<file path="config.mk">
export PLATFORM = sky130hd
export DESIGN_NAME = rv_progress_counters
export DESIGN_NICKNAME = d
export VERILOG_FILES = /design/src/rv_params.svh /design/src/rv_pkg.sv /design/src/rv_progress_counters.sv
export SDC_FILE = /design/constraint.sdc
export NUM_CORES = 1
export LEC_CHECK = 0
export BUFFER_PORTS_ARGS = -buffer_cell sky130_fd_sc_hd__buf_2
export CORE_MARGIN = 5
export CORE_UTILIZATION = 30
export DETAILED_ROUTE_END_ITERATION = 12
export PLACE_DENSITY = 0.6
export RECOVER_POWER = 25
export SLEW_MARGIN = 40
export SYNTH_ARGS = -nofsm -noshare
export SYNTH_HDL_FRONTEND = slang
export SYNTH_SLANG_ARGS = --single-unit
</file>
<file path="constraint.sdc">
create_clock -name clk -period 2.4 [get_ports clk]
set_input_delay 0.12 -clock clk [delete_from_list [all_inputs] [get_ports clk]]
set_output_delay 0.12 -clock clk [all_outputs]
set_load 0.1 [all_outputs]
</file>
<file path="src/rv_params.svh">
`ifndef RV_PARAMS_SVH
`define RV_PARAMS_SVH

`default_nettype none

// core data path width.
`define RV_XLEN 32

// instruction words, indexed by pc[7:2].
`define RV_IMEM_DEPTH 64

// seven-segment digits on the board.
`define RV_HEX_DIGITS 6

`default_nettype wire

`endif

</file>
<file path="src/rv_pkg.sv">
`default_nettype none

package rv_pkg;

	typedef enum logic [2:0] {
		st_idle,
		st_fetch,
		st_decode,
		st_execute,
		st_writeback,
		st_halt
	} cpu_state_e;

	// base opcodes, RV32I encodings.
	typedef enum logic [6:0] {
		op_reg    = 7'b0110011,
		op_imm    = 7'b0010011,
		op_lui    = 7'b0110111,
		op_branch = 7'b1100011,
		op_jal    = 7'b1101111,
		op_system = 7'b1110011
	} rv_opcode_e;

	typedef enum logic [3:0] {
		alu_add,
		alu_sub,
		alu_and,
		alu_or,
		alu_xor,
		alu_pass_b,
		alu_beq,
		alu_bne,
		alu_link
	} alu_op_e;

	typedef enum logic [1:0] {
		disp_pc,
		disp_instr,
		disp_retired,
		disp_reg
	} disp_sel_e;

endpackage

`default_nettype wire

</file>
<file path="src/rv_progress_counters.sv">
`default_nettype none

module rv_progress_counters
	import rv_pkg::*;
(
	input  logic        clk,
	input  logic        rst_n,
	input  logic        pc_advance,
	input  logic        pc_load,
	input  logic        retire,
	input  logic [31:0] imm,
	output logic [31:0] pc,
	output logic [31:0] pc_plus4,
	output logic [31:0] retired
);

	assign pc_plus4 = pc + 32'd4;

	always_ff @(posedge clk or negedge rst_n) begin
		if (!rst_n) begin
			pc      <= '0;
			retired <= '0;
		end else begin
			if (pc_advance) begin
				pc <= pc_plus4;
			end else if (pc_load) begin
				pc <= pc + imm; // branch or jal target.
			end
			if (retire) begin
				retired <= retired + 32'd1; // wraps.
			end
		end
	end

endmodule

`default_nettype wire

</file>
==> results of run 1 <==
-- area by class of cell --
type | instances | area, um2
multi-input cells | 487 | 4140
inverters | 19 | 71.3
clock buffers | 12 | 267
flip-flops and latches | 64 | 1690
fillers | 1517 | 7960
clock inverters | 4 | 75.1
repair buffers | 259 | 2040
well taps | 220 | 275
-- registers in the layout, summed over array words and instances (netlist names) --
name	count
pc	32
retired	32
-- layer usage --
metal	vias up	routed length (um)
met2	163	8410
met5	-	7
met3	23	1260
met4	2	236
li1	2621	-
met1	2501	7110
-- kinds of logic (layout without fill, tap and decap cells) --
kind of cell / after synthesis / count (layout)
buffers and inverters: 38 / 294
adder cells (fa/ha/maj): 34 / 34
AO/OA/AOI/OAI: 152 / 152
flip-flops: 64 / 64
AND/OR/NAND/NOR: 207 / 207
XOR/XNOR: 82 / 82
multiplexers: 12 / 12
-- worst max path at each step --
stage,from,endpoint,slack [ns],cells past startpoint
floorplan,pc[2],pc[28],-0.83,10
global placement,pc[3],pc[27],-0.21,10
detailed placement,pc[0],pc[22],-0.25,12
CTS,pc[2],pc[27],-0.21,10
global route,pc[4],pc[27],-0.32,10
finish,pc[16],pc[27],-0.21,10
-- per-stage QoR --
| step | utilization (%) | hold slack [ns] | instances | setup TNS (ns) |
|---|---|---|---|---|
| after global routing | 51.8 | 0.0477 | 1065 | -14.88 |
| final | 51.8 | 0.0336 | 1065 | -3.15 |
| after CTS | 49.9 | 0.0208 | 1054 | -3.53 |
| after detailed placement | 45.7 | 0.213 | 1020 | -2.35 |
| after floorplan | - | -0.176 | 589 | -10.89 |
| after global placement | 45.7 | 0.216 | 1020 | -1.76 |
-- worst max-delay path, stage by stage, from the launching register on --
cell and delay (ns):
dfrtp_4 0.47, ha_2 0.39, nand4_1 0.17, nor2_2 0.16, nand3_1 0.10, a21o_1 0.20
a211o_1 0.30, a311oi_2 0.34, xor2_1 0.17, nand2_1 0.08, a2bb2oi_2 0.15
-- cell usage in the layout, fill, tap and decap left out, types with 21 or more instances in the layout --
| cell type | synthesis | layout |
|---|---|---|
| buf_2 | 4 | 109 |
| buf_4 | 3 | 101 |
| nand2_1 | 68 | 62 |
| a21oi_1 | 59 | 56 |
| xnor2_1 | 57 | 36 |
| nor2_1 | 37 | 32 |
| nand3_1 | 37 | 28 |
| dfrtp_1 | 64 | 27 |
| buf_6 | 1 | 23 |
| buf_12 | 0 | 22 |
| ha_1 | 33 | 21 |
-- what timing repair did --
item / CTS / global route
setup buffers: 17 / 12
hold endpoints to repair: 31 / 0
hold buffers: 1 / 0
gates cloned: 0 / 0
setup endpoints to repair: 33 / 36
gates resized for setup: 48 / 46
pin swaps: 31 / 25
==> impl_metrics.tcl, run 1 <==
set metrics [dict create \
    rsz0062_at_grt "yes" \
    setup_viol 24 \
    syn_avg_cell_area_um2 8.55 \
    worst_pin_slew_ns 1.61 \
    pin_count 133 \
    cp.required_ns 2.67 \
    synthXorXnorAreaFrac_pct 14.4 \
    clk_pin_slew_ns 0.06 \
    final_area_um2 8560 \
    yosys.area_share.simple_pct 20.2 \
    grtUsageTotal_pct 17.2 \
    max_slew_margin_pct -7.02 \
    cp.arrival_ns 2.88 \
    root_buffer "clkbuf_16" \
    cts.sinks 64 \
    holdPathStages 2 \
    gr-total-overflow 0 \
    maxCapViolations 1 \
    skew_ns 0.00526 \
    rr_worst_depth 10 \
    gr-max-usage-layer "met2" \
    numPortBuffers 132 \
    yosysWarnings 0 \
    dieWidth_um 140 \
    drc 0 \
    die_h_um 140 \
    antenna_found_initial 1 \
    synthesis.nets 660 \
    synth.area.top_cells "dfrtp_1, xnor2_1, ha_1" \
    reg2reg_to "pc[27]" \
    synth_compound_area_share_pct 19.2 \
    synth_common_cells "nand2_1, dfrtp_1, a21oi_1" \
    gp_congestion 0.848 \
    n_antenna_cell 0 \
    synth_most_common_cell "nand2_1" \
    end_kind "flop" \
    hold_path_end "retired[0]" \
    grt_max_degree 34 \
    netlist_instances 589 \
    synth_fa_ha_area_share_pct 8.60 \
    setup_ws_ns -0.212 \
    drt_wl_total_mm 17.0 \
    r2r_setup_slack_ns -0.21 \
    finalCriticalPeriod_ns 2.61 \
    numCtsBuffers 9 \
    core_um2 16500 \
    synth_edf_count 0 \
    dieArea_um2 19500 \
    finalCritPeriodShare_pct 109 \
    hold_path.class "in -> reg" \
    yosysTopAreaCell "dfrtp_1" \
    synth_seq_cells 64 \
    status "finished with violations" \
    insertion_delay_ns 0.34 \
    synth_cell_type_count 62 \
    ant_nets 0 \
    fin_nets 911 \
    wl_per_cell_um 16.0 \
    drtIter0Drc 307 \
    async_reset_ff_share_pct 100 \
    avgViaCountPerCell 4.99 \
    r2r_start "pc[16]" \
    synthMuxAreaShare_pct 2.43 \
    cts_buffer_depth 2 \
    grt_pass1_wl_mm 27.3 \
    hpwl_mm 13.0 \
    grt_pass1_vias 5429 \
    via_count 5310 \
    initial_utilization_pct 30.5 \
    use_met3_pct 5.83 \
    first_pass_iters 5 \
    cp-start-kind "flop" \
    use_met1_pct 21.1 \
    placementRows 47 \
    grtUsageMet2_pct 29.4 \
    synth_top_family_by_area "simple AND/OR/NAND/NOR gates" \
    slew_violations 33 \
    netlist.area_leader.share_pct 31.8 \
    crit_fanout 6 \
    drive_above_1_share_pct 48.9 \
    hold_viol 0 \
    pre_cts_ws_ns -0.252 \
    post_dp_cell_area_um2 7560 \
    min_from "retire" \
    cts_tree "built" \
    synthFlopType "dfrtp_1" \
    violations "max-capacitance violations, max-slew violations, negative setup slack" \
    fmax_mhz 383 \
    syn2layout_area_growth_pct 70.1 \
    htree_levels 3 \
    ys_seq_area_share_pct 31.8 \
    syn-cell-area_um2 5040 \
    crit_type "reg -> reg" \
]
Power of run 1 is left out: the tool's default activity adds up to more than one toggle a clock period on the data nets, which glitch-free logic cannot reach.
==> run 2, diff against run 1 <==
CELL_PAD_IN_SITES_DETAIL_PLACEMENT = 0   (was unset)
CELL_PAD_IN_SITES_GLOBAL_PLACEMENT = 1   (was unset)
PLACE_DENSITY = 0.75   (was 0.6)
==> impl_metrics.tcl, run 2 (synthesis results as in run 1) <==
set metrics [dict create \
    insertion_delay_ns 0.35 \
    die_h_um 140 \
    finalNonFillerCells 1070 \
    n_antenna_cell 0 \
    drtIter0Drc 272 \
    pin_count 133 \
    numCtsBuffers 9 \
    avgViaCountPerCell 5.11 \
    rr_worst_depth 13 \
    numPortBuffers 132 \
    crit_fanout 5 \
    pre_cts_ws_ns -0.307 \
    grt_pass1_vias 5805 \
    fmax_mhz 372 \
    syn2layout_area_growth_pct 71.8 \
    cp.arrival_ns 2.91 \
    clk_pin_slew_ns 0.06 \
    hold_path.class "in -> reg" \
    end_kind "flop" \
    r2r_start "pc[0]" \
    root_buffer "clkbuf_16" \
    setup_viol 27 \
    rsz0062_at_grt "yes" \
    grt_pass1_wl_mm 28.9 \
    cp-start-kind "flop" \
    max_slew_margin_pct -4.86 \
    reg2reg_to "pc[24]" \
    holdPathStages 2 \
    gr-total-overflow 0 \
    min_from "retire" \
    cts.sinks 64 \
    post-route-util_pct 52.3 \
    violations "max-capacitance violations, max-slew violations, negative setup slack" \
    dieArea_um2 19500 \
    hpwl_mm 13.5 \
    cts_buffer_depth 2 \
    finalCriticalPeriod_ns 2.69 \
    drc 0 \
    slew_violations 27 \
    htree_levels 3 \
    crit_type "reg -> reg" \
    setup_ws_ns -0.291 \
    core_um2 16500 \
    cp.required_ns 2.62 \
    cpMostUsedCell "inv_2" \
    placementRows 47 \
    layout_commonest_cell "buf_2" \
    hold_viol 0 \
    first_pass_iters 5 \
    finalCritPeriodShare_pct 112 \
    maxCapViolations 1 \
    antenna_found_initial 0 \
    wl_per_cell_um 16.6 \
    r2r_setup_slack_ns -0.29 \
    skew_ns 0.0129 \
    grt_max_degree 38 \
    reg_top3 "pc: 32 flops, retired: 32 flops" \
    hold_path_end "retired[0]" \
    crit_path_cell_trace "ha_4, inv_2, fa_2, inv_2, a21o_1, a221o_1, a21oi_2, o21ai_2, a31oi_4, buf_6, o21bai_4, xnor2_1, a21oi_1" \
    grtUsageTotal_pct 18.1 \
    slowest_stage "dfrtp_4" \
    fin_nets 916 \
    initial_utilization_pct 30.5 \
    cts_tree "built" \
    drt_wl_total_mm 17.8 \
    most-common-layout-cells "buf_2, buf_4, nand2_1, a21oi_1, xnor2_1" \
    via_count 5467 \
    ant_nets 0 \
    drive_above_1_share_pct 49.8 \
    place_inst 1016 \
    worst_pin_slew_ns 1.57 \
    dieWidth_um 140 \
    gp_congestion 0.902 \
    cpPeakStageDelay_ns 0.48 \
    status "finished with violations" \
]
-- run 2: timing repair --
action | 4_1_cts | 5_1_grt
endpoints found under the setup margin | 36 | 38
resized for setup | 73 | 47
buffers inserted | 24 | 19
pin swaps | 43 | 55
endpoints found under the hold margin | 24 | 0
hold buffers | 1 | 0
-- run 2: area by class of cell --
type / count / area, um2
clock inverters: 4 / 31.3
clock buffers: 12 / 246
flip-flops and latches: 64 / 1690
fillers: 1508 / 7880
multi-input cells: 487 / 4220
inverters: 19 / 71.3
well taps: 220 / 275
repair buffers: 264 / 2120
-- run 2: worst max path at each step --
stage               start            to  slack (ns)
finish              pc[0]        pc[24]       -0.29
global placement    pc[0]        pc[22]       -0.24
detailed placement  pc[0]        pc[22]       -0.31
CTS                 pc[2]  pc_plus4[28]       -0.25
floorplan           pc[2]        pc[28]       -0.83
global route        pc[0]        pc[26]       -0.42
-- run 2: critical path: cells and delay by family (launching register included) --
| family | cells | cell delay [ns] |
|---|---|---|
| buffers and inverters | 3 | 0.25 |
| flip-flops | 1 | 0.48 |
| AO/OA/AOI/OAI | 7 | 1.28 |
| adder cells (fa/ha/maj) | 2 | 0.36 |
| XOR/XNOR | 1 | 0.18 |
-- run 2: metal layers --
metal  routed length (um)  part of all wire, %  vias up  GRT usage [%]
met5                    0                    0        -              0
met4                  360                  2.0        0           4.64
met3                 1240                  7.0       29           6.07
met2                 8980                   50      177           31.9
met1                 7210                   41     2634           21.3
li1                     -                    -     2627              -
-- run 2: metrics by stage --
stage,area [um2],hold slack [ns],setup TNS (ns)
after floorplan,5650,-0.176,-10.89
after global placement,7510,0.170,-2.30
after detailed placement,7510,0.188,-3.10
after CTS,8290,0.0229,-4.47
after global routing,8650,0.0475,-8.09
final,8650,0.0341,-4.73
Power of run 2 is left out for the same reason.
==> run 3, diff against run 2 <==
BUFFER_PORTS_ARGS = unset   (was -buffer_cell sky130_fd_sc_hd__buf_2)
DONT_BUFFER_PORTS = 1   (was unset)
PLACE_DENSITY = 0.65   (was 0.75)
==> impl_metrics.tcl, run 3 (synthesis results as in run 1) <==
set metrics [dict create \
    hpwl_mm 13.3 \
    first_pass_iters 4 \
    drc 0 \
    crit_type "reg -> reg" \
    clk_pin_slew_ns 0.06 \
    violations "negative hold slack, max-capacitance violations, max-slew violations, negative setup slack" \
    cpMostUsedCell "o21ai_2" \
    grt_pass1_vias 5363 \
    wl_per_cell_um 17.7 \
    core_um2 16500 \
    gr-total-overflow 0 \
    dieArea_um2 19500 \
    pre_cts_ws_ns -0.322 \
    post-route-util_pct 51.6 \
    fin_nets 852 \
    reg_top3 "pc: 32 flops, retired: 32 flops" \
    skew_ns 0.00691 \
    max_slew_margin_pct -15.0 \
    status "finished with violations" \
    path_buf_inv 2 \
    cp_top_family "compound AO/OA/AOI/OAI gates" \
    cp.required_ns 2.67 \
    grt_pass1_wl_mm 27.8 \
    layout_commonest_cell "buf_4" \
    grt_max_degree 65 \
    crit_path_cell_trace "ha_4, inv_2, fa_2, inv_1, a21o_1, a221o_1, a21oi_2, o21ai_2, a31oi_4, o22ai_4, mux2_2, o21ai_2" \
    initial_utilization_pct 30.5 \
    syn2layout_area_growth_pct 69.2 \
    cts.sinks 64 \
    root_buffer "clkbuf_16" \
    fmax_mhz 370 \
    slew_violations 65 \
    avgViaCountPerCell 5.10 \
    worst_pin_slew_ns 1.73 \
    htree_levels 3 \
    cts_buffer_depth 2 \
    pin_count 133 \
    finalCriticalPeriod_ns 2.70 \
    end_kind "flop" \
    cp-start-kind "flop" \
    numPortBuffers 0 \
    hold_viol 2 \
    crit_fanout 5 \
    drtIter0Drc 243 \
    maxCapViolations 1 \
    most-common-layout-cells "buf_4, nand2_1, a21oi_1, xnor2_1, nor2_1" \
    drt_wl_total_mm 17.8 \
    setup_ws_ns -0.304 \
    setup_viol 25 \
    n_antenna_cell 0 \
    placementRows 47 \
    numCtsBuffers 9 \
    cts_tree "built" \
    hold_path.class "in -> reg" \
    via_count 5133 \
    ant_nets 0 \
    dieWidth_um 140 \
    gp_congestion 0.891 \
    antenna_found_initial 0 \
    cpPeakStageDelay_ns 0.48 \
    cp.arrival_ns 2.97 \
    slowest_stage "dfrtp_4" \
    drive_above_1_share_pct 45.4 \
    insertion_delay_ns 0.34 \
    grtUsageTotal_pct 17.6 \
    hold_slack_ns -0.0194 \
    die_h_um 140 \
    finalCritPeriodShare_pct 113 \
    rsz0062_at_grt "yes" \
]
==> run 3: cell count changes in the layout (fill, tap and decap cells not counted), sizes merged <==
cell / delta
bufinv: +3
buf: -68
dlygate4sd3: +6
clkbuf: -4
inv: +1
clkinvlp: -2
==> run 3: routing by layer <==
layer | vias up | global-route usage (%) | share of wire (%)
met4 | 0 | 4.28 | 1.9
met3 | 20 | 6.45 | 7.7
li1 | 2489 | - | -
met1 | 2498 | 20.2 | 40
met5 | - | 0 | 0
met2 | 126 | 31.3 | 50
==> run 3: worst register-to-register path: cells and delay by family (launching register included) <==
family,cells,cell delay [ns]
adder cells (fa/ha/maj),2,0.36
flip-flops,1,0.48
AO/OA/AOI/OAI,7,1.42
multiplexers,1,0.29
buffers and inverters,2,0.09
==> run 3: worst paths after layout <==
check | startpoint | endpoint | slack [ns] | cells past startpoint
worst max-delay path | pc[0] | pc[26] | -0.30 | 12
worst min-delay path | pc_advance | pc[30] | -0.02 | 2
worst max register to register | pc[0] | pc[26] | -0.30 | 12
worst min register to register | retired[28] | retired[28] | 0.53 | 1
max in group asynchronous | rst_n | pc[1] | 0.36 | 2
min in group asynchronous | rst_n | retired[29] | 0.76 | 2
==> run 3: final cells by class <==
class | count | area (um2)
timing repair buffer | 200 | 1910
multi-input combinational | 487 | 4220
clock inverter | 6 | 115
tap | 220 | 275
fill | 1493 | 8010
sequential | 64 | 1690
inverter | 19 | 71.3
clock buffer | 10 | 239
==> run 3: through the flow <==
stage | hold WS, ns | cell area, um2 | TNS, ns | cells
2_1_floorplan | -0.176 | 5650 | -10.89 | 589
3_3_place_gp | -0.173 | 7380 | -3.12 | 958
3_5_place_dp | -0.173 | 7380 | -3.92 | 958
4_1_cts | -0.139 | 8220 | -4.46 | 994
5_1_grt | 0.00189 | 8520 | -9.60 | 1006
6_report | -0.0194 | 8520 | -4.77 | 1006
==> run 3: what timing repair did <==
| action | CTS | global route |
|---|---|---|
| endpoints found under the setup margin | 37 | 35 |
| gates resized for setup | 72 | 39 |
| hold buffers | 5 | 3 |
| buffers inserted | 17 | 12 |
| pin swaps | 31 | 39 |
| hold endpoints to repair | 84 | 12 |
Power of run 3 is left out for the same reason.
